<file path="src/source/ddr3_pkg.sv">
package ddr3_pkg;

    //**********************************************************
    // widths on the application side of the memory controller
    //**********************************************************

    // one 128-bit burst per command
    localparam int data_w = 128;
    // internal burst address, one count per 128-bit word
    localparam int burst_addr_w = 26;
    // controller app_addr width
    localparam int app_addr_w = 27;

    // read job configuration
    localparam int rd_start_w = 23;
    localparam int burst_cnt_w = 24;

    // app_addr is the burst address zero-extended
    localparam int addr_pad_w = app_addr_w - burst_addr_w;
    // start address zero-extended to a burst address
    localparam int start_pad_w = burst_addr_w - rd_start_w;

    //**********************************************************
    // command codes
    //**********************************************************

    localparam int cmd_w = 3;
    // 000 write, 001 read
    localparam logic [cmd_w-1:0] cmd_write = 3'd0;
    localparam logic [cmd_w-1:0] cmd_read = 3'd1;

    // write enable comes from another clock domain
    localparam int sync_stages = 2;

endpackage

</file>
<file path="src/source/ddr3_cmd_arbiter.sv">
`timescale 1ns/1ps

module ddr3_cmd_arbiter (
    input  logic                                ddr3_domain_clk,
    input  logic                                rst_n,
    // write path request
    input  logic                                wr_req,
    input  logic [ddr3_pkg::burst_addr_w-1:0]   wr_addr,
    output logic                                wr_grant,
    // read path request
    input  logic                                rd_req,
    input  logic [ddr3_pkg::burst_addr_w-1:0]   rd_addr,
    output logic                                rd_grant,
    // controller command port
    input  logic                                app_rdy,
    output logic                                app_en,
    output logic [ddr3_pkg::cmd_w-1:0]          app_cmd,
    output logic [ddr3_pkg::app_addr_w-1:0]     app_addr
);

    // last grant went to the read side
    logic last_rd;
    // command offered but not taken last cycle
    logic locked;
    logic locked_rd;
    // current selection
    logic sel_rd;
    logic [ddr3_pkg::burst_addr_w-1:0] sel_addr;

    // alternate priority when both want the port
    // a stalled command keeps its owner
    always_comb begin
        if (locked) begin
            sel_rd = locked_rd;
        end else begin
            sel_rd = rd_req && (!wr_req || !last_rd);
        end
    end

    assign sel_addr = sel_rd ? rd_addr : wr_addr;

    assign app_en   = sel_rd ? rd_req : wr_req;
    assign app_cmd  = sel_rd ? ddr3_pkg::cmd_read : ddr3_pkg::cmd_write;
    assign app_addr = {{ddr3_pkg::addr_pad_w{1'b0}}, sel_addr};

    // accepted when the controller is ready
    assign wr_grant = app_en && app_rdy && !sel_rd;
    assign rd_grant = app_en && app_rdy && sel_rd;

    always_ff @(posedge ddr3_domain_clk or negedge rst_n) begin
        if (!rst_n) begin
            last_rd   <= 1'b0;
            locked    <= 1'b0;
            locked_rd <= 1'b0;
        end else begin
            locked    <= app_en && !app_rdy;
            locked_rd <= sel_rd;
            if (rd_grant) begin
                last_rd <= 1'b1;
            end else if (wr_grant) begin
                last_rd <= 1'b0;
            end
        end
    end

    // stalled command must not change under the controller
    a_cmd_hold: assert property (@(posedge ddr3_domain_clk) disable iff (!rst_n)
        app_en && !app_rdy |=> $stable(app_cmd) && $stable(app_addr))
        else $error("app_cmd or app_addr changed while app_rdy low");

endmodule

</file>
<file path="src/source/ddr3_wr_control.sv">
`timescale 1ns/1ps

module ddr3_wr_control (
    input  logic                                ddr3_domain_clk,
    input  logic                                rst_n,
    input  logic                                ddr3_wr_en,
    // fall-through write FIFO
    input  logic                                ddr3_wr_fifo_empty,
    input  logic [ddr3_pkg::data_w-1:0]         ddr3_wr_fifo_dat,
    output logic                                ddr3_wr_fifo_rd_en,
    // command request to the arbiter
    output logic                                wr_req,
    output logic [ddr3_pkg::burst_addr_w-1:0]   wr_addr,
    input  logic                                wr_grant,
    // controller write data port
    output logic [ddr3_pkg::data_w-1:0]         app_wdf_data,
    output logic                                app_wdf_wren,
    output logic                                app_wdf_end,
    input  logic                                app_wdf_rdy,
    output logic                                ddr3_wr_done
);

    logic [ddr3_pkg::sync_stages-1:0] en_sync;
    logic en_s;
    logic en_s_d;
    // word held, command and data accepted flags
    logic busy;
    logic cmd_done;
    logic dat_done;
    logic cmd_fin;
    logic dat_fin;
    logic finish;
    logic [ddr3_pkg::burst_addr_w-1:0] addr;
    logic [ddr3_pkg::data_w-1:0] hold_dat;

    assign en_s = en_sync[ddr3_pkg::sync_stages-1];

    // pop only with nothing in flight
    assign ddr3_wr_fifo_rd_en = en_s && !busy && !ddr3_wr_fifo_empty;

    // command and data go out independently
    assign wr_req       = busy && !cmd_done;
    assign app_wdf_wren = busy && !dat_done;
    assign app_wdf_end  = busy && !dat_done;
    assign app_wdf_data = hold_dat;
    assign wr_addr      = addr;

    assign cmd_fin = cmd_done || wr_grant;
    assign dat_fin = dat_done || (app_wdf_wren && app_wdf_rdy);
    assign finish  = busy && cmd_fin && dat_fin;

    assign ddr3_wr_done = !en_s && !busy;

    always_ff @(posedge ddr3_domain_clk or negedge rst_n) begin
        if (!rst_n) begin
            en_sync  <= '0;
            en_s_d   <= 1'b0;
            busy     <= 1'b0;
            cmd_done <= 1'b0;
            dat_done <= 1'b0;
            addr     <= '0;
        end else begin
            en_sync <= {en_sync[ddr3_pkg::sync_stages-2:0], ddr3_wr_en};
            en_s_d  <= en_s;
            if (finish) begin
                busy     <= 1'b0;
                cmd_done <= 1'b0;
                dat_done <= 1'b0;
            end else if (busy) begin
                cmd_done <= cmd_fin;
                dat_done <= dat_fin;
            end else if (ddr3_wr_fifo_rd_en) begin
                busy <= 1'b1;
            end
            // new run starts at burst zero
            if (en_s && !en_s_d) begin
                addr <= '0;
            end else if (finish) begin
                addr <= addr + 1'b1;
            end
        end
    end

    // head word taken in the pop cycle
    always_ff @(posedge ddr3_domain_clk) begin
        if (ddr3_wr_fifo_rd_en) begin
            hold_dat <= ddr3_wr_fifo_dat;
        end
    end

    a_wdata_hold: assert property (@(posedge ddr3_domain_clk) disable iff (!rst_n)
        app_wdf_wren && !app_wdf_rdy |=> $stable(app_wdf_data))
        else $error("app_wdf_data changed while app_wdf_rdy low");

endmodule

</file>
<file path="src/source/ddr3_rd_control.sv">
`timescale 1ns/1ps

module ddr3_rd_control (
    input  logic                                ddr3_domain_clk,
    input  logic                                rst_n,
    // four-phase read request
    input  logic                                enable_reading,
    input  logic [ddr3_pkg::rd_start_w-1:0]     ddr3_rd_start_addr,
    input  logic [ddr3_pkg::burst_cnt_w-1:0]    ddr3_rd_burst_cnt,
    output logic                                reading_done,
    // command request to the arbiter
    output logic                                rd_req,
    output logic [ddr3_pkg::burst_addr_w-1:0]   rd_addr,
    input  logic                                rd_grant,
    // returned data and read FIFO
    input  logic                                app_rd_data_valid,
    input  logic                                ddr3_rd_fifo_almost_full,
    output logic                                ddr3_rd_fifo_wr_en,
    output logic                                ddr3_rd_fifo_input_tlast
);

    //**********************************************************
    // job state
    //**********************************************************

    logic active;
    logic start;
    logic last_beat;
    // bursts in this job
    logic [ddr3_pkg::burst_cnt_w-1:0] cnt_q;
    // commands accepted so far
    logic [ddr3_pkg::burst_cnt_w-1:0] cmd_cnt;
    // beats returned so far
    logic [ddr3_pkg::burst_cnt_w-1:0] beat_cnt;
    logic [ddr3_pkg::burst_addr_w-1:0] addr_q;

    // idle with a fresh request
    assign start = enable_reading && !active && !reading_done;

    // hold off new reads near a full FIFO
    assign rd_req  = active && (cmd_cnt != cnt_q) && !ddr3_rd_fifo_almost_full;
    assign rd_addr = addr_q;

    // read data goes straight to the FIFO
    assign ddr3_rd_fifo_wr_en = app_rd_data_valid;

    assign last_beat = active && app_rd_data_valid && (beat_cnt == cnt_q - 1'b1);
    assign ddr3_rd_fifo_input_tlast = last_beat;

    //**********************************************************
    // counters and handshake
    //**********************************************************

    always_ff @(posedge ddr3_domain_clk or negedge rst_n) begin
        if (!rst_n) begin
            active       <= 1'b0;
            reading_done <= 1'b0;
            cnt_q        <= '0;
            cmd_cnt      <= '0;
            beat_cnt     <= '0;
            addr_q       <= '0;
        end else begin
            if (start) begin
                // capture the job, zero count acks at once
                cnt_q    <= ddr3_rd_burst_cnt;
                cmd_cnt  <= '0;
                beat_cnt <= '0;
                addr_q   <= {{ddr3_pkg::start_pad_w{1'b0}}, ddr3_rd_start_addr};
                if (ddr3_rd_burst_cnt == '0) begin
                    reading_done <= 1'b1;
                end else begin
                    active <= 1'b1;
                end
            end else begin
                if (rd_grant) begin
                    cmd_cnt <= cmd_cnt + 1'b1;
                    addr_q  <= addr_q + 1'b1;
                end
                if (app_rd_data_valid) begin
                    beat_cnt <= beat_cnt + 1'b1;
                end
                // done once the last beat is in
                if (last_beat) begin
                    active       <= 1'b0;
                    reading_done <= 1'b1;
                end else if (reading_done && !enable_reading) begin
                    reading_done <= 1'b0;
                end
            end
        end
    end

    // requester must wait for done before dropping
    a_req_held: assert property (@(posedge ddr3_domain_clk) disable iff (!rst_n)
        active |-> enable_reading)
        else $error("enable_reading fell during a read job");

    // every beat belongs to an accepted read
    a_beat_owed: assert property (@(posedge ddr3_domain_clk) disable iff (!rst_n)
        app_rd_data_valid |-> active && (cmd_cnt != beat_cnt))
        else $error("read data with no read outstanding");

endmodule

</file>
<file path="src/source/ddr3_selftrig_top.sv">
`timescale 1ns/1ps

module ddr3_selftrig_top (
    input  logic                                ddr3_domain_clk,
    input  logic                                rst_n,
    // write side
    input  logic                                ddr3_wr_en,
    input  logic                                ddr3_wr_fifo_empty,
    input  logic [ddr3_pkg::data_w-1:0]         ddr3_wr_fifo_dat,
    output logic                                ddr3_wr_fifo_rd_en,
    output logic                                ddr3_wr_done,
    // read job request
    input  logic                                enable_reading,
    input  logic [ddr3_pkg::rd_start_w-1:0]     ddr3_rd_start_addr,
    input  logic [ddr3_pkg::burst_cnt_w-1:0]    ddr3_rd_burst_cnt,
    output logic                                reading_done,
    // read FIFO
    input  logic                                ddr3_rd_fifo_almost_full,
    output logic                                ddr3_rd_fifo_wr_en,
    output logic [ddr3_pkg::data_w-1:0]         ddr3_rd_fifo_input_dat,
    output logic                                ddr3_rd_fifo_input_tlast,
    // memory controller app ports
    input  logic                                app_rdy,
    output logic                                app_en,
    output logic [ddr3_pkg::cmd_w-1:0]          app_cmd,
    output logic [ddr3_pkg::app_addr_w-1:0]     app_addr,
    input  logic                                app_wdf_rdy,
    output logic [ddr3_pkg::data_w-1:0]         app_wdf_data,
    output logic                                app_wdf_wren,
    output logic                                app_wdf_end,
    input  logic [ddr3_pkg::data_w-1:0]         app_rd_data,
    input  logic                                app_rd_data_valid
);

    //**********************************************************
    // request and grant wires
    //**********************************************************

    logic wr_req;
    logic wr_grant;
    logic [ddr3_pkg::burst_addr_w-1:0] wr_addr;
    logic rd_req;
    logic rd_grant;
    logic [ddr3_pkg::burst_addr_w-1:0] rd_addr;

    // no re-timing on read data
    assign ddr3_rd_fifo_input_dat = app_rd_data;

    // single command port shared by both paths
    ddr3_cmd_arbiter i_ddr3_cmd_arbiter (
        .ddr3_domain_clk (ddr3_domain_clk),
        .rst_n           (rst_n),
        .wr_req          (wr_req),
        .wr_addr         (wr_addr),
        .wr_grant        (wr_grant),
        .rd_req          (rd_req),
        .rd_addr         (rd_addr),
        .rd_grant        (rd_grant),
        .app_rdy         (app_rdy),
        .app_en          (app_en),
        .app_cmd         (app_cmd),
        .app_addr        (app_addr)
    );

    // FIFO drain and write data
    ddr3_wr_control i_ddr3_wr_control (
        .ddr3_domain_clk    (ddr3_domain_clk),
        .rst_n              (rst_n),
        .ddr3_wr_en         (ddr3_wr_en),
        .ddr3_wr_fifo_empty (ddr3_wr_fifo_empty),
        .ddr3_wr_fifo_dat   (ddr3_wr_fifo_dat),
        .ddr3_wr_fifo_rd_en (ddr3_wr_fifo_rd_en),
        .wr_req             (wr_req),
        .wr_addr            (wr_addr),
        .wr_grant           (wr_grant),
        .app_wdf_data       (app_wdf_data),
        .app_wdf_wren       (app_wdf_wren),
        .app_wdf_end        (app_wdf_end),
        .app_wdf_rdy        (app_wdf_rdy),
        .ddr3_wr_done       (ddr3_wr_done)
    );

    // read jobs and beat counting
    ddr3_rd_control i_ddr3_rd_control (
        .ddr3_domain_clk          (ddr3_domain_clk),
        .rst_n                    (rst_n),
        .enable_reading           (enable_reading),
        .ddr3_rd_start_addr       (ddr3_rd_start_addr),
        .ddr3_rd_burst_cnt        (ddr3_rd_burst_cnt),
        .reading_done             (reading_done),
        .rd_req                   (rd_req),
        .rd_addr                  (rd_addr),
        .rd_grant                 (rd_grant),
        .app_rd_data_valid        (app_rd_data_valid),
        .ddr3_rd_fifo_almost_full (ddr3_rd_fifo_almost_full),
        .ddr3_rd_fifo_wr_en       (ddr3_rd_fifo_wr_en),
        .ddr3_rd_fifo_input_tlast (ddr3_rd_fifo_input_tlast)
    );

endmodule

</file>
<file path="config.mk">
export PLATFORM = sky130hd
export DESIGN_NAME = ddr3_selftrig_top
export DESIGN_NICKNAME = d
export VERILOG_FILES = /design/src/source/ddr3_pkg.sv /design/src/source/ddr3_cmd_arbiter.sv /design/src/source/ddr3_wr_control.sv /design/src/source/ddr3_rd_control.sv /design/src/source/ddr3_selftrig_top.sv
export SDC_FILE = /design/constraint.sdc
export NUM_CORES = 1
export LEC_CHECK = 0
export BUFFER_PORTS_ARGS = -buffer_cell sky130_fd_sc_hd__buf_2
export CAP_MARGIN = 0
export CORE_AREA = 2 2 238 240
export CTS_BUF_LIST = sky130_fd_sc_hd__clkbuf_4
export CTS_CLUSTER_SIZE = 30
export DETAILED_ROUTE_END_ITERATION = 12
export DIE_AREA = 0 0 240 242
export SLEW_MARGIN = 20
export SYNTH_ARGS = -nofsm -noshare
export SYNTH_HDL_FRONTEND = slang
export SYNTH_SLANG_ARGS = --single-unit
</file>
<file path="constraint.sdc">
create_clock -name ddr3_domain_clk -period 30 [get_ports ddr3_domain_clk]
set_input_delay 3 -clock ddr3_domain_clk [delete_from_list [all_inputs] [get_ports ddr3_domain_clk]]
set_output_delay 3 -clock ddr3_domain_clk [all_outputs]
set_load 0.005 [all_outputs]
</file>
Yosys cells after proc, flatten, opt, wreduce, memory -nomap -nowiden
Cells that the tools add are included.
{"block": "totals", "ff_bits": 263, "input_bits": 312, "out_inout_bits": 294, "word_cells": 101}
{"block": "op_classes", "addsub": 5, "n_eq_ne": 4, "mux": 28, "n_reduce_logical": 48}
{"operator": "$mux W26", "count": 5}
{"operator": "$mux W24", "count": 4}
{"operator": "$add A26 B1 Y26 const B", "count": 2}
{"operator": "$add A24 B1 Y24 const B", "count": 2}
{"operator": "$eq A24 B24 Y1", "count": 1}
{"operator": "$logic_not A24 Y1", "count": 1}
{"operator": "$ne A24 B24 Y1", "count": 1}
{"operator": "$sub A24 B1 Y24 const B", "count": 1}
{"operator": "$logic_and A1 B1 Y1", "count": 21}
{"operator": "$mux W1", "count": 19}
{"operator": "$logic_not A1 Y1", "count": 14}
{"operator": "$reduce_bool A2 Y1", "count": 6}
{"operator": "$ne A2 B2 Y1 const B", "count": 2}
{"operator": "$reduce_and A2 Y1", "count": 2}
{"operator": "$logic_or A1 B1 Y1", "count": 3}
{"operator": "$reduce_bool A3 Y1", "count": 1}

Logic depth before layout (Yosys ltp)
Gate-level depths: netlist of the first run.
{"block": "depth", "depth_word": 14, "depth_mapped": 11, "depth_no_buf": 9}

By module
From an unflattened synthesis of the first run, not the netlist that was laid out.
{"block": "hier_totals", "cells_unflattened": 1112, "area_unflattened_um2": 13087.6}
{"module": "ddr3_rd_control", "instances": 1, "cells_per_inst": 638, "area_each_um2": 6033.3, "seq_area_each_um2": 2502.4}
{"module": "ddr3_wr_control", "instances": 1, "cells_per_inst": 295, "area_each_um2": 5550.3, "seq_area_each_um2": 4644.5}
{"module": "ddr3_selftrig_top", "instances": 1, "cells_per_inst": 128, "area_each_um2": 960.9, "seq_area_each_um2": 0.0}
{"module": "ddr3_cmd_arbiter", "instances": 1, "cells_per_inst": 51, "area_each_um2": 543.0, "seq_area_each_um2": 75.1}

Worst setup path after synthesis of the first run
OpenSTA, ideal clock, no wires.
{"block": "synth_timing", "path_kind": "input-to-output", "from": "in ddr3_wr_fifo_empty", "to": "out ddr3_wr_fifo_rd_en", "arrival_ns": 12.312, "required_time_ns": 27.000, "path_slack_ns": 14.688, "path_stages": 1, "n_path_buf": 0, "cell_sequence": "nor3b_1"}
{"block": "synth_via", "elab_chain_cells": 2}
{"item": "from (decl)", "line": "ddr3_selftrig_top.sv:8", "source": "input logic ddr3_wr_fifo_empty,"}
{"item": "$logic_not A1 Y1", "line": "ddr3_wr_control.sv:39", "source": "assign ddr3_wr_fifo_rd_en = en_s && !busy && !ddr3_wr_fifo_empty;"}
{"item": "$logic_and A1 B1 Y1", "line": "ddr3_wr_control.sv:39"}
{"item": "to (decl)", "line": "ddr3_selftrig_top.sv:10", "source": "output logic ddr3_wr_fifo_rd_en,"}
No other way between the ends.

Final worst setup path of the first run
{"block": "layout_timing", "from": "in ddr3_rd_fifo_almost_full", "to": "out app_addr[25] (netlist bit)"}
{"block": "layout_via", "elab_chain_cells": 5}
{"item": "from (decl)", "line": "ddr3_selftrig_top.sv:18", "source": "input logic ddr3_rd_fifo_almost_full,"}
{"item": "$logic_not A1 Y1", "line": "ddr3_rd_control.sv:41", "source": "assign rd_req = active && (cmd_cnt != cnt_q) && !ddr3_rd_fifo_almost_full;"}
{"item": "$logic_and A1 B1 Y1", "line": "ddr3_rd_control.sv:41"}
{"item": "$logic_and A1 B1 Y1", "line": "ddr3_cmd_arbiter.sv:36", "source": "sel_rd = rd_req && (!wr_req || !last_rd);"}
{"item": "$mux W1", "line": "ddr3_cmd_arbiter.sv:33", "source": "if (locked) begin"}
{"item": "$mux W26", "line": "ddr3_cmd_arbiter.sv:40", "source": "assign sel_addr = sel_rd ? rd_addr : wr_addr;"}
{"item": "to (decl)", "line": "ddr3_selftrig_top.sv:26", "source": "output logic [ddr3_pkg::app_addr_w-1:0] app_addr,"}
No other way between the ends.

==> results of run 1 <==
-- placed cells by master, fill, tap and decap left out, types with 25 or more instances in the layout --
cell      instances
buf_2           345
nand2_1         222
dfrtp_1         135
edfxtp_1        128
clkbuf_4        111
nor2_1           64
a21oi_1          52
xor2_1           49
nand3_1          44
o21ai_0          38
mux2i_1          37
nand2b_1         31
xnor2_1          28
nand4_1          25
-- cell families (layout without fill, tap and decap cells) --
logic type / Yosys count / after routing / share of synthesized area
simple gates: 528 / 528 / 0.1980
flops: 263 / 263 / 0.5342
compound gates: 169 / 169 / 0.08043
xor+xnor: 77 / 77 / 0.04988
fa+ha+maj: 5 / 5 / 0.004627
buf+inv: 222 / 513 / 0.1019
other cells: 1 / 11 / 0.0002774
mux: 41 / 41 / 0.03073
-- routing by layer --
metal,global-route usage,up-vias,part of all wire
li1,-,5009,-
met5,0,-,0
met1,0.1681,5363,0.36
met2,0.2767,544,0.50
met4,0.09664,0,0.049
met3,0.04854,107,0.088
-- state kept, by name (all words and copies together) (netlist names) --
name and flops:
i_ddr3_cmd_arbiter.locked 1, i_ddr3_wr_control.wr_addr 26, i_ddr3_wr_control.busy 1, i_ddr3_wr_control.app_wdf_data 128, i_ddr3_rd_control.active 1, i_ddr3_wr_control.en_s_d 1, i_ddr3_rd_control.cmd_cnt 24, i_ddr3_wr_control.dat_done 1
i_ddr3_cmd_arbiter.locked_rd 1, i_ddr3_rd_control.beat_cnt 24, i_ddr3_rd_control.rd_addr 26, i_ddr3_wr_control.cmd_done 1, i_ddr3_cmd_arbiter.last_rd 1, i_ddr3_rd_control.cnt_q 24, i_ddr3_wr_control.en_sync 2, i_ddr3_rd_control.reading_done 1
-- stage by stage --
step / area (um2) / hold WS, ps
finish: 15990 / 352.4
global placement: 15010 / 339.9
floorplan: 13530 / 331.2
global route: 15980 / 367.3
detailed placement: 15010 / 339.6
CTS: 15960 / 353.9
-- power by group --
group	internal, uW	switching (uW)	leakage, uW
Clock	170	162	0.000560
Combinational	55.1	103	0.00343
Sequential	416	27.5	0.00297
-- worst paths after layout --
path | startpoint | endpoint | slack, ps
min | i_ddr3_wr_control.en_sync[0]$_DFF_PN0_ | i_ddr3_wr_control.en_sync[1]$_DFF_PN0_ | 350
max | ddr3_rd_fifo_almost_full | app_addr[25] | 21790
max in group asynchronous | rst_n | i_ddr3_rd_control.rd_addr[0]$_DFFE_PN0P_ | 26010
min reg2reg | i_ddr3_wr_control.en_sync[0]$_DFF_PN0_ | i_ddr3_wr_control.en_sync[1]$_DFF_PN0_ | 350
max reg2reg | i_ddr3_rd_control.cnt_q[2]$_DFFE_PN0P_ | i_ddr3_rd_control.cmd_cnt[23]$_DFFE_PN0P_ | 26260
min in group asynchronous | rst_n | i_ddr3_rd_control.beat_cnt[23]$_DFFE_PN0P_ | 2210
-- final cells by class --
cell class	count	area, um2
clock buffers	111	833.3
fillers	5869	39750
multi-input cells	823	4955
well taps	756	945.9
inverters	25	93.84
repair buffers	354	1807
clock inverters	23	110.1
flip-flops and latches	263	7222
diodes	8	20.02
==> flow_summary_export.csv, run 1 <==
group,metric,value,unit
finish,final_nets,1861,
placement,port_buffers,346,
flow_run,cap_viol_max_count,0,
clocking,clockRootBuffer,"clkbuf_4",
global_routing,grt_pass1_wl,67990,um
placement,hpwl,37160,um
clocking,cts_buffer_depth,3,
finish,syn2layout_area_growth,18.25,%
clocking,numCtsBuffers,77,
die,dieArea,58080,um2
power,p_per_area,58.47,nW/um2
sta,fin_tns_setup,0,ps
sta,period_needed,8210,ps
global_routing,grt_pass1_vias,10800,
critical_path,crit_top_cell,"buf_2",
die,start_util,0.2426,
logic_synthesis,yosysMostFrequentCell,"nand2_1",
critical_path,crit_chain,"buf_2 -> nand2b_1 -> a211oi_1 -> a21oi_1 -> a21o_1 -> buf_4 -> inv_2 -> mux2_2 -> buf_2",
global_routing,grt_overflow,0,
global_routing,grt_max_degree,129,
critical_path,cpPeakStageDelay,590,ps
critical_path,cp_top_family,"buffers and inverters",
die,io_pins,606,
run_status,status,"finished, final reports clean",
sta,hold_viol,0,
critical_path,crit_arrival,5210,ps
detailed_routing,routed_via_density,4.665,
detailed_routing,first_pass_iters,5,
placement,place_inst,2221,
critical_path,crit_path_start_kind,"input pin",
sta,maxSlewViolCount,0,
clocking,htreeDepth,3,
placement,place_ws,21790,ps
logic_synthesis,ys_seq_area_frac,0.5342,
detailed_routing,drt-initial-drc-count,737,
min_path,hold_path_class,"reg -> reg",
clocking,clk_pin_slew,60,ps
sta,finalClockSkew,81.05,ps
critical_path,cp.depth,9,
detailed_routing,post_drt_wl_per_cell,20.25,um
clocking,cts_resized,0,
sta,relSlewSlack,0.2951,
power,leakagePower,0.006957,uW
logic_synthesis,netlist_instances,1306,
critical_path,required,27000,ps
clocking,cts_tree,"built",
sta,setup_viol_count_final,0,
sta,rsz0062_at_grt,"no",
detailed_routing,final_antenna_net_count,0,
logic_synthesis,synth.avg_cell_area,10.35,um2
power,finalPower,934.7,uW
sta,finalCritPeriodShare,0.2737,
clocking,cts_setup_buffers,0,
logic_synthesis,synthesis.area,13520,um2
sta,layout_setup_ws,21790,ps
logic_synthesis,synth_top_area_share,0.2843,
critical_path,reg2reg_depth,9,
die,core,55730,um2
critical_path,cp_slowest_cell,"inv_2",
logic_synthesis,ys_ff_latch,263,
logic_synthesis,synth_area_leader_cell,"edfxtp_1",
global_routing,antenna_found_initial,8,
logic_synthesis,ys_top_cells_by_area,"edfxtp_1 (28%), dfrtp_1 (25%), buf_4 (7.6%)",
critical_path,critical_path.endpoint_type,"output pin",
die,rows,87,
clocking,clk_latency,800,ps
logic_synthesis,yosysWarnings,0,
detailed_routing,vias,11020,
die,dieWidth,240,um
critical_path,path_class,"in -> out",
logic_synthesis,synth_cell_types,74,
logic_synthesis,synth_edf_count,128,
clocking,hold_buffers,0,
logic_synthesis,yosys_most_used_dff,"dfrtp_1",
die,die_h,242,um
global_routing,track_usage,0.1593,
clocking,cts_sinks,263,
min_path,hold_depth,0,
power,ir_drop,0.02361,mV
finish,utilization,0.2868,
placement,place_congestion,0.8967,
critical_path,crit_buf_inv,4,
sta,worst_pin_slew,1053,ps
finish,layout.cells.non_filler,2363,
critical_path,cp_max_fo,37,
logic_synthesis,async_reset_ff_frac,0.5133,
detailed_routing,drc,0,
sta,fmax,121.8,MHz
detailed_routing,drt_wl_total,47850,um
finish,drive_gt1_frac,0.3146,
logic_synthesis,ys_top_cells_by_count,"nand2_1 (222), buf_4 (136), dfrtp_1 (135)",
Power figures use the tool's default switching activity.
==> run 2: changes to the inputs <==
--- a/config.mk
+++ b/config.mk
@@ -5,13 +5,14 @@
 export SDC_FILE = /design/constraint.sdc
 export NUM_CORES = 1
 export LEC_CHECK = 0
+export ABC_AREA = 1
 export BUFFER_PORTS_ARGS = -buffer_cell sky130_fd_sc_hd__buf_2
 export CAP_MARGIN = 0
-export CORE_AREA = 2 2 238 240
+export CORE_AREA = 2 2 237 239
 export CTS_BUF_LIST = sky130_fd_sc_hd__clkbuf_4
 export CTS_CLUSTER_SIZE = 30
 export DETAILED_ROUTE_END_ITERATION = 12
-export DIE_AREA = 0 0 240 242
+export DIE_AREA = 0 0 239 241
 export SLEW_MARGIN = 20
 export SYNTH_ARGS = -nofsm -noshare
 export SYNTH_HDL_FRONTEND = slang
==> constraint.sdc (replaced) <==
create_clock -name ddr3_domain_clk -period 7.66 [get_ports ddr3_domain_clk]
set_input_delay 0.766 -clock ddr3_domain_clk [delete_from_list [all_inputs] [get_ports ddr3_domain_clk]]
set_output_delay 0.766 -clock ddr3_domain_clk [all_outputs]
set_load 0.005 [all_outputs]
==> run 2 against run 1 <==
  * Clock power grew to 4.1 times the previous value
  * Sequential cell count unchanged
  * Non-clock buffer count down 1
  * Critical path type is now reg -> out
==> flow_summary_export.csv, run 2 <==
group,metric,value,unit
logic_synthesis,synth_cell_types,46,
clocking,cts_tree,"built",
global_routing,track_usage,0.1524,
clocking,cts_sinks,263,
power,ir_drop,0.1055,mV
sta,fmax,244.2,MHz
detailed_routing,vias,12380,
placement,hpwl,34260,um
logic_synthesis,ys_top_cells_by_area,"edfxtp_1 (27%), dfrtp_1 (24%), nand2_1 (12%)",
global_routing,grt_util_met3,0.05787,
critical_path,crit_buf_inv,3,
finish,syn2layout_area_growth,17.26,%
placement,place_congestion,0.9142,
logic_synthesis,async_reset_ff_frac,0.5133,
logic_synthesis,ys_seq_area_frac,0.5064,
clocking,clk_latency,780,ps
sta,fin_tns_setup,0,ps
critical_path,required,6890,ps
power,comb_power_share,0.241,
die,io_pins,606,
logic_synthesis,ys_top_cells_by_count,"nand2_1 (473), nor2_1 (159), inv_1 (140)",
sta,rsz0062_at_grt,"no",
sta,maxSlewViolCount,0,
detailed_routing,drt_wl_total,45770,um
finish,n_fill_cell,5845,
clocking,clk_pin_slew,60,ps
finish,final_nets,2250,
logic_synthesis,synth_area_leader_cell,"edfxtp_1",
critical_path,crit_top_cell,"nor2_1",
sta,worst_pin_slew,878.5,ps
sta,finalClockSkew,49.72,ps
power,leakagePower,0.007853,uW
logic_synthesis,synth_top_area_share,0.2695,
sta,period_needed,4095,ps
sta,hold_viol,0,
global_routing,antenna_found_initial,5,
logic_synthesis,synthesis.area,14260,um2
clocking,htreeDepth,3,
power,p_per_area,265.4,nW/um2
critical_path,cp_max_fo,5,
min_path,hold_path_class,"in -> reg",
critical_path,cpPeakStageDelay,390,ps
logic_synthesis,yosys_most_used_dff,"dfrtp_1",
logic_synthesis,synth.avg_cell_area,8.488,um2
critical_path,crit_path_start_kind,"register",
finish,final_cell_mix,"nand2_1 (473), buf_2 (345), nor2_1 (159), inv_1 (139), dfrtp_1 (135)",
detailed_routing,drc,0,
die,core,54880,um2
power,pwr-share-seq,0.450,
run_status,status,"finished, final reports clean",
critical_path,crit_arrival,3330,ps
finish,drive_gt1_frac,0.2592,
finish,largest_reg_flops,128,
critical_path,cp_slowest_cell,"dfrtp_1",
die,dieArea,57600,um2
detailed_routing,first_pass_iters,5,
logic_synthesis,ys_ff_latch,263,
clocking,cts_buffer_depth,3,
die,start_util,0.2598,
detailed_routing,routed_via_density,4.592,
die,dieWidth,239,um
sta,relSlewSlack,0.4144,
detailed_routing,final_antenna_net_count,0,
sta,setup_viol_count_final,0,
critical_path,critical_path.endpoint_type,"output pin",
finish,final_common_cell,"nand2_1",
global_routing,grt_pass1_vias,11850,
global_routing,grt_overflow,0,
detailed_routing,drt-initial-drc-count,789,
global_routing,use_met1,0.1806,
global_routing,grt_max_degree,120,
power,p_sw,1589,uW
logic_synthesis,yosysWarnings,0,
clocking,numCtsBuffers,78,
global_routing,grt.busiest_layer,"met2",
die,rows,86,
power,internal_power,2849,uW
detailed_routing,post_drt_wl_per_cell,16.98,um
placement,place_ws,3874,ps
sta,finalCritPeriodShare,0.5345,
logic_synthesis,synth_edf_count,128,
critical_path,crit_chain,"inv_1 -> ha_1 -> nand3_1 -> inv_1 -> nand2_1 -> nor2_1 -> xor2_1 -> nor2_1 -> nor2_1 -> nand2_1 -> nor2_1 -> nand3_1 -> nor2_1 -> nand4_1 -> nor2_1 -> buf_2",
die,die_h,241,um
logic_synthesis,netlist_instances,1680,
logic_synthesis,yosysMostFrequentCell,"nand2_1",
flow_run,cap_viol_max_count,0,
critical_path,cp_top_family,"simple AND/OR/NAND/NOR gates",
power,power.share.clock,0.309,
global_routing,grt_pass1_wl,67030,um
critical_path,path_class,"reg -> out",
clocking,clockRootBuffer,"clkbuf_4",
sta,layout_setup_ws,3565,ps
power,power_switching_share,0.3580,
global_routing,use_met2,0.2459,
placement,port_buffers,346,
clocking,cts_setup_buffers,0,
==> run 2: changes by cell type after synthesis, sizes merged, moves of 16 or more <==
cell    previous run  this run
and3              24         1
nand2b            31         0
or3               16         0
mux2i             37         0
a21oi             53        24
nand2            222       479
inv               24       151
xor2              49        67
nor2              64       166
nand3             46       126
o21ai             40        76
nor3              15        36
==> run 2: path summary, 6_finish.rpt <==
kind | start | end | slack, ps | depth (start not counted)
worst min-delay path | ddr3_wr_en | i_ddr3_wr_control.en_sync[0]$_DFF_PN0_ | 150 | 1
min in group asynchronous | rst_n | i_ddr3_rd_control.cnt_q[13]$_DFFE_PN0P_ | 600 | 2
max in group asynchronous | rst_n | i_ddr3_wr_control.wr_addr[16]$_DFFE_PN0P_ | 5660 | 3
worst max-delay path | i_ddr3_rd_control.cnt_q[0]$_DFFE_PN0P_ | ddr3_rd_fifo_input_tlast | 3570 | 16
worst max register to register | i_ddr3_rd_control.cnt_q[6]$_DFFE_PN0P_ | i_ddr3_wr_control.wr_addr[8]$_DFFE_PN0P_ | 3870 | 16
worst min register to register | i_ddr3_wr_control.en_sync[0]$_DFF_PN0_ | i_ddr3_wr_control.en_sync[1]$_DFF_PN0_ | 350 | 0
==> run 2: repair_timing <==
item | in CTS | in global routing
hold endpoints to repair | 58 | 0
endpoints found under the setup margin | 0 | 0
resized for setup | 0 | 0
hold buffers | 1 | 0
==> run 2: kinds of logic (layout without fill, tap and decap cells) <==
family / count (synthesis) / count (layout) / share of synthesized area
and+or+nand+nor: 871 / 871 / 0.2614
buffers and inverters: 334 / 643 / 0.1281
DFF: 263 / 263 / 0.5064
AOI/OAI and AO/OA: 117 / 117 / 0.04378
xor gates and xnor gates: 89 / 89 / 0.05563
adders and majority gates: 5 / 5 / 0.004387
other: 1 / 4 / 0.0002630
==> run 2: final cells by class <==
cell class / count / area [um2] / share of cell area
Sequential cell: 263 / 7222 / 0.4319
Multi-Input combinational cell: 1085 / 5243 / 0.3135
Timing Repair Buffer: 353 / 1805 / 0.1080
Tap cell: 704 / 880.8 / 0.05268
Clock buffer: 108 / 810.8 / 0.04849
Inverter: 152 / 576.8 / 0.03450
Clock inverter: 30 / 180.2 / 0.01078
Antenna cell: 1 / 2.502 / 0.0001497
==> run 2: metrics by stage <==
stage	cells	hold slack (ps)	total power [uW]	util	area, um2
detailed placement	2556	347.2	3092	0.2864	15720
floorplan	1682	331.2	2739	-	14270
finish	2696	146.3	4438	0.3047	16720
global route	2696	52.08	4759	0.3047	16720
global placement	2556	335.3	3066	0.2864	15720
CTS	2695	43.77	4516	0.3047	16720
==> run 2: worst register-to-register path, stage by stage (launching register included) <==
cell and delay (ps):
dfrtp_1 470, inv_1 110, nand2_1 70, nand2_1 50, nor2_1 140, nand2_1 70
nor2_1 100, nand3_1 140, nand3_1 130, nand2_2 440, clkinv_4 350, nand4_2 150
nand2_2 130, nand3_2 480, nand2_2 670, nand2_1 120, nand2_1 80
==> run 2: routing by layer <==
layer  up-vias  routed length (um)
met1      5746               18200
li1       5873                   -
met4         4                1377
met5         -                  22
met3        93                4944
met2       665               21230
==> run 2: power by group through the flow <==
stage	Clock [uW]	Sequential (uW)	Combinational, uW
floorplan	0	1940	795
finish	1370	2000	1070
CTS	1440	1990	1080
global placement	0	2010	1060
detailed placement	0	2020	1080
global route	1510	2030	1220
==> run 3: changes to the inputs <==
--- a/config.mk
+++ b/config.mk
@@ -5,14 +5,14 @@
 export SDC_FILE = /design/constraint.sdc
 export NUM_CORES = 1
 export LEC_CHECK = 0
-export ABC_AREA = 1
+export ABC_AREA = 0
 export BUFFER_PORTS_ARGS = -buffer_cell sky130_fd_sc_hd__buf_2
 export CAP_MARGIN = 0
-export CORE_AREA = 2 2 237 239
+export CORE_AREA = 2 2 239 241
 export CTS_BUF_LIST = sky130_fd_sc_hd__clkbuf_4
 export CTS_CLUSTER_SIZE = 30
 export DETAILED_ROUTE_END_ITERATION = 12
-export DIE_AREA = 0 0 239 241
+export DIE_AREA = 0 0 241 243
 export SLEW_MARGIN = 20
 export SYNTH_ARGS = -nofsm -noshare
 export SYNTH_HDL_FRONTEND = slang
==> constraint.sdc (replaced) <==
create_clock -name ddr3_domain_clk -period 3.7 [get_ports ddr3_domain_clk]
set_input_delay 0.37 -clock ddr3_domain_clk [delete_from_list [all_inputs] [get_ports ddr3_domain_clk]]
set_output_delay 0.37 -clock ddr3_domain_clk [all_outputs]
set_load 0.005 [all_outputs]
==> run 3 against run 2 <==
  * Critical path type unchanged
  * Non-clock buffer count increased by 216
  * Sequential power increased by 80%
  * Highest routed layer unchanged
  * Critical endpoint unchanged
  * Critical path depth decreased by 9
  * Die area increased by 1.7%
  * Global-route usage increased by 0.78 points
  * Setup slack got worse by 3500 ps
==> flow_summary_export.csv, run 3 (same netlist as run 1, synthesis figures left out) <==
group,metric,value,unit
min_path,hold_path_class,"in -> reg",
critical_path,path_class,"reg -> out",
placement,place_inst,2242,
power,p_per_area,419.4,nW/um2
detailed_routing,drt-initial-drc-count,526,
detailed_routing,vias,11630,
clocking,clockRootBuffer,"clkbuf_4",
global_routing,grt_max_degree,58,
detailed_routing,first_pass_iters,5,
sta,whs,204.1,ps
detailed_routing,drt_wl_total,48500,um
critical_path,critical_path.endpoint_type,"output pin",
finish,utilization,0.3232,
finish,final_common_cell,"buf_2",
min_path,min_from,"ddr3_rd_fifo_almost_full",
power,leakagePower,0.007817,uW
die,die_h,243,um
detailed_routing,final_antenna_net_count,0,
power,ir_drop,0.1843,mV
die,core,55950,um2
finish,final_nets,2075,
flow_run,cap_viol_max_count,0,
critical_path,r2r_start,"i_ddr3_wr_control.busy$_DFF_PN0_",
sta,rsz0062_at_grt,"yes",
die,dieWidth,241,um
finish,drive_gt1_frac,0.2989,
clocking,clk_latency,800,ps
sta,worst_pin_slew,1065,ps
finish,final_cell_mix,"buf_2 (345), nand2_1 (222), dlygate4sd3_1 (182), dfrtp_1 (130), edfxtp_1 (128)",
clocking,clk_pin_slew,60,ps
run_status,status,"finished, final reports clean",
global_routing,track_usage,0.1603,
sta,fmax,275.6,MHz
power,finalPower,7584,uW
die,start_util,0.2416,
finish,n_fill_cell,5806,
finish,syn2layout_area_growth,33.78,%
critical_path,crit_arrival,3260,ps
finish,layout.cells.non_filler,2564,
sta,finalCritPeriodShare,0.9805,
clocking,htreeDepth,3,
min_path,hold_end,"i_ddr3_cmd_arbiter.locked$_DFF_PN0_",
clocking,cts_sinks,263,
critical_path,required,3330,ps
critical_path,rrSetupSlack,650,ps
critical_path,reg2reg_depth,8,
sta,hold_viol,0,
global_routing,grt_pass1_vias,11720,
sta,maxSlewViolCount,0,
sta,fin_tns_setup,0,ps
detailed_routing,drc,0,
clocking,numCtsBuffers,76,
global_routing,grt_pass1_wl,69930,um
global_routing,grt_overflow,0,
critical_path,crit_path_start_kind,"register",
critical_path,cp_max_fo,9,
sta,period_needed,3628,ps
detailed_routing,post_drt_wl_per_cell,18.91,um
placement,port_buffers,346,
sta,finalClockSkew,79.45,ps
placement,place_congestion,0.8872,
critical_path,r2r-end,"i_ddr3_rd_control.cmd_cnt[17]$_DFFE_PN0P_",
die,dieArea,58560,um2
placement,hpwl,37110,um
global_routing,antenna_found_initial,15,
finish,largest_reg_flops,128,
die,io_pins,606,
die,rows,87,
clocking,cts_tree,"built",
sta,relSlewSlack,0.2902,
sta,setup_viol_count_final,0,
min_path,hold_depth,5,
detailed_routing,routed_via_density,4.537,
clocking,cts_buffer_depth,3,
## run 3: cell count changes in the layout (fill, tap and decap cells not counted), moves of 34 or more
| cell | before | now |
|---|---|---|
| nor2_1 | 159 | 64 |
| o21ai_0 | 71 | 37 |
| nand3_1 | 124 | 44 |
| inv_1 | 139 | 21 |
| dlygate4sd3_1 | 1 | 182 |
| buf_4 | 5 | 39 |
| mux2i_1 | 0 | 37 |
| nand2_1 | 473 | 222 |
## run 3: layer usage
layer  wire length, um  global-route usage  up-vias
li1                  -                   -     5418
met4              1447             0.06609        8
met1             16840              0.1601     5572
met2             25350              0.2953      541
met3              4803             0.05948       95
met5                53                   0        -
## run 3: timing repair
action	4_1_cts	5_1_grt
endpoints found under the hold margin	238	0
hold buffers	182	0
resized for setup	21	7
buffers inserted	12	0
pin swaps	7	1
setup endpoints to repair	9	7
## run 3: cell type report
| cell class | instances | area, um2 | share of cell area |
|---|---|---|---|
| diodes | 8 | 20.02 | 0.001107 |
| clock buffers | 99 | 743.2 | 0.04109 |
| clock inverters | 21 | 103.9 | 0.005742 |
| inverters | 25 | 93.84 | 0.005189 |
| multi-input cells | 823 | 5055 | 0.2795 |
| flip-flops and latches | 263 | 7228 | 0.3997 |
| well taps | 756 | 945.9 | 0.05230 |
| repair buffers | 569 | 3896 | 0.2154 |
## run 3: worst max-delay path, cell delays in order (launching register included)
cell and delay (ps):
dfrtp_2 490, or4_4 600, or2_1 270, or4_1 530, nand4_2 120, nand3_2 100, a2111oi_4 230, buf_2 180
## run 3: worst max-delay path by stage
stage                                                 start                                          end  depth (start not counted)
detailed placement   i_ddr3_rd_control.cnt_q[0]$_DFFE_PN0P_                     ddr3_rd_fifo_input_tlast                         10
global route        i_ddr3_rd_control.cnt_q[12]$_DFFE_PN0P_                     ddr3_rd_fifo_input_tlast                          9
global placement     i_ddr3_rd_control.cnt_q[0]$_DFFE_PN0P_                     ddr3_rd_fifo_input_tlast                         10
floorplan                  i_ddr3_wr_control.busy$_DFF_PN0_  i_ddr3_wr_control.app_wdf_data[0]$_DFFE_PP_                          2
finish              i_ddr3_rd_control.cnt_q[15]$_DFFE_PN0P_                     ddr3_rd_fifo_input_tlast                          7
CTS                 i_ddr3_rd_control.cnt_q[15]$_DFFE_PN0P_                     ddr3_rd_fifo_input_tlast                          7
## run 3: report_power, final
| part | internal [uW] | leakage (uW) | total, uW | switching, uW |
|---|---|---|---|---|
| sequential | 3370 | 0.00296 | 3590 | 223 |
| combinational | 611 | 0.00436 | 1470 | 857 |
| clock | 1240 | 0.000488 | 2520 | 1290 |
## run 3: metrics by stage
step | setup WS (ps) | cell area [um2]
3_5_place_dp | 259.7 | 15180
5_1_grt | -116.6 | 18080
4_1_cts | -11.65 | 18040
3_3_place_gp | 290.6 | 15180
2_1_floorplan | -520.1 | 13550
6_report | 72.01 | 18090
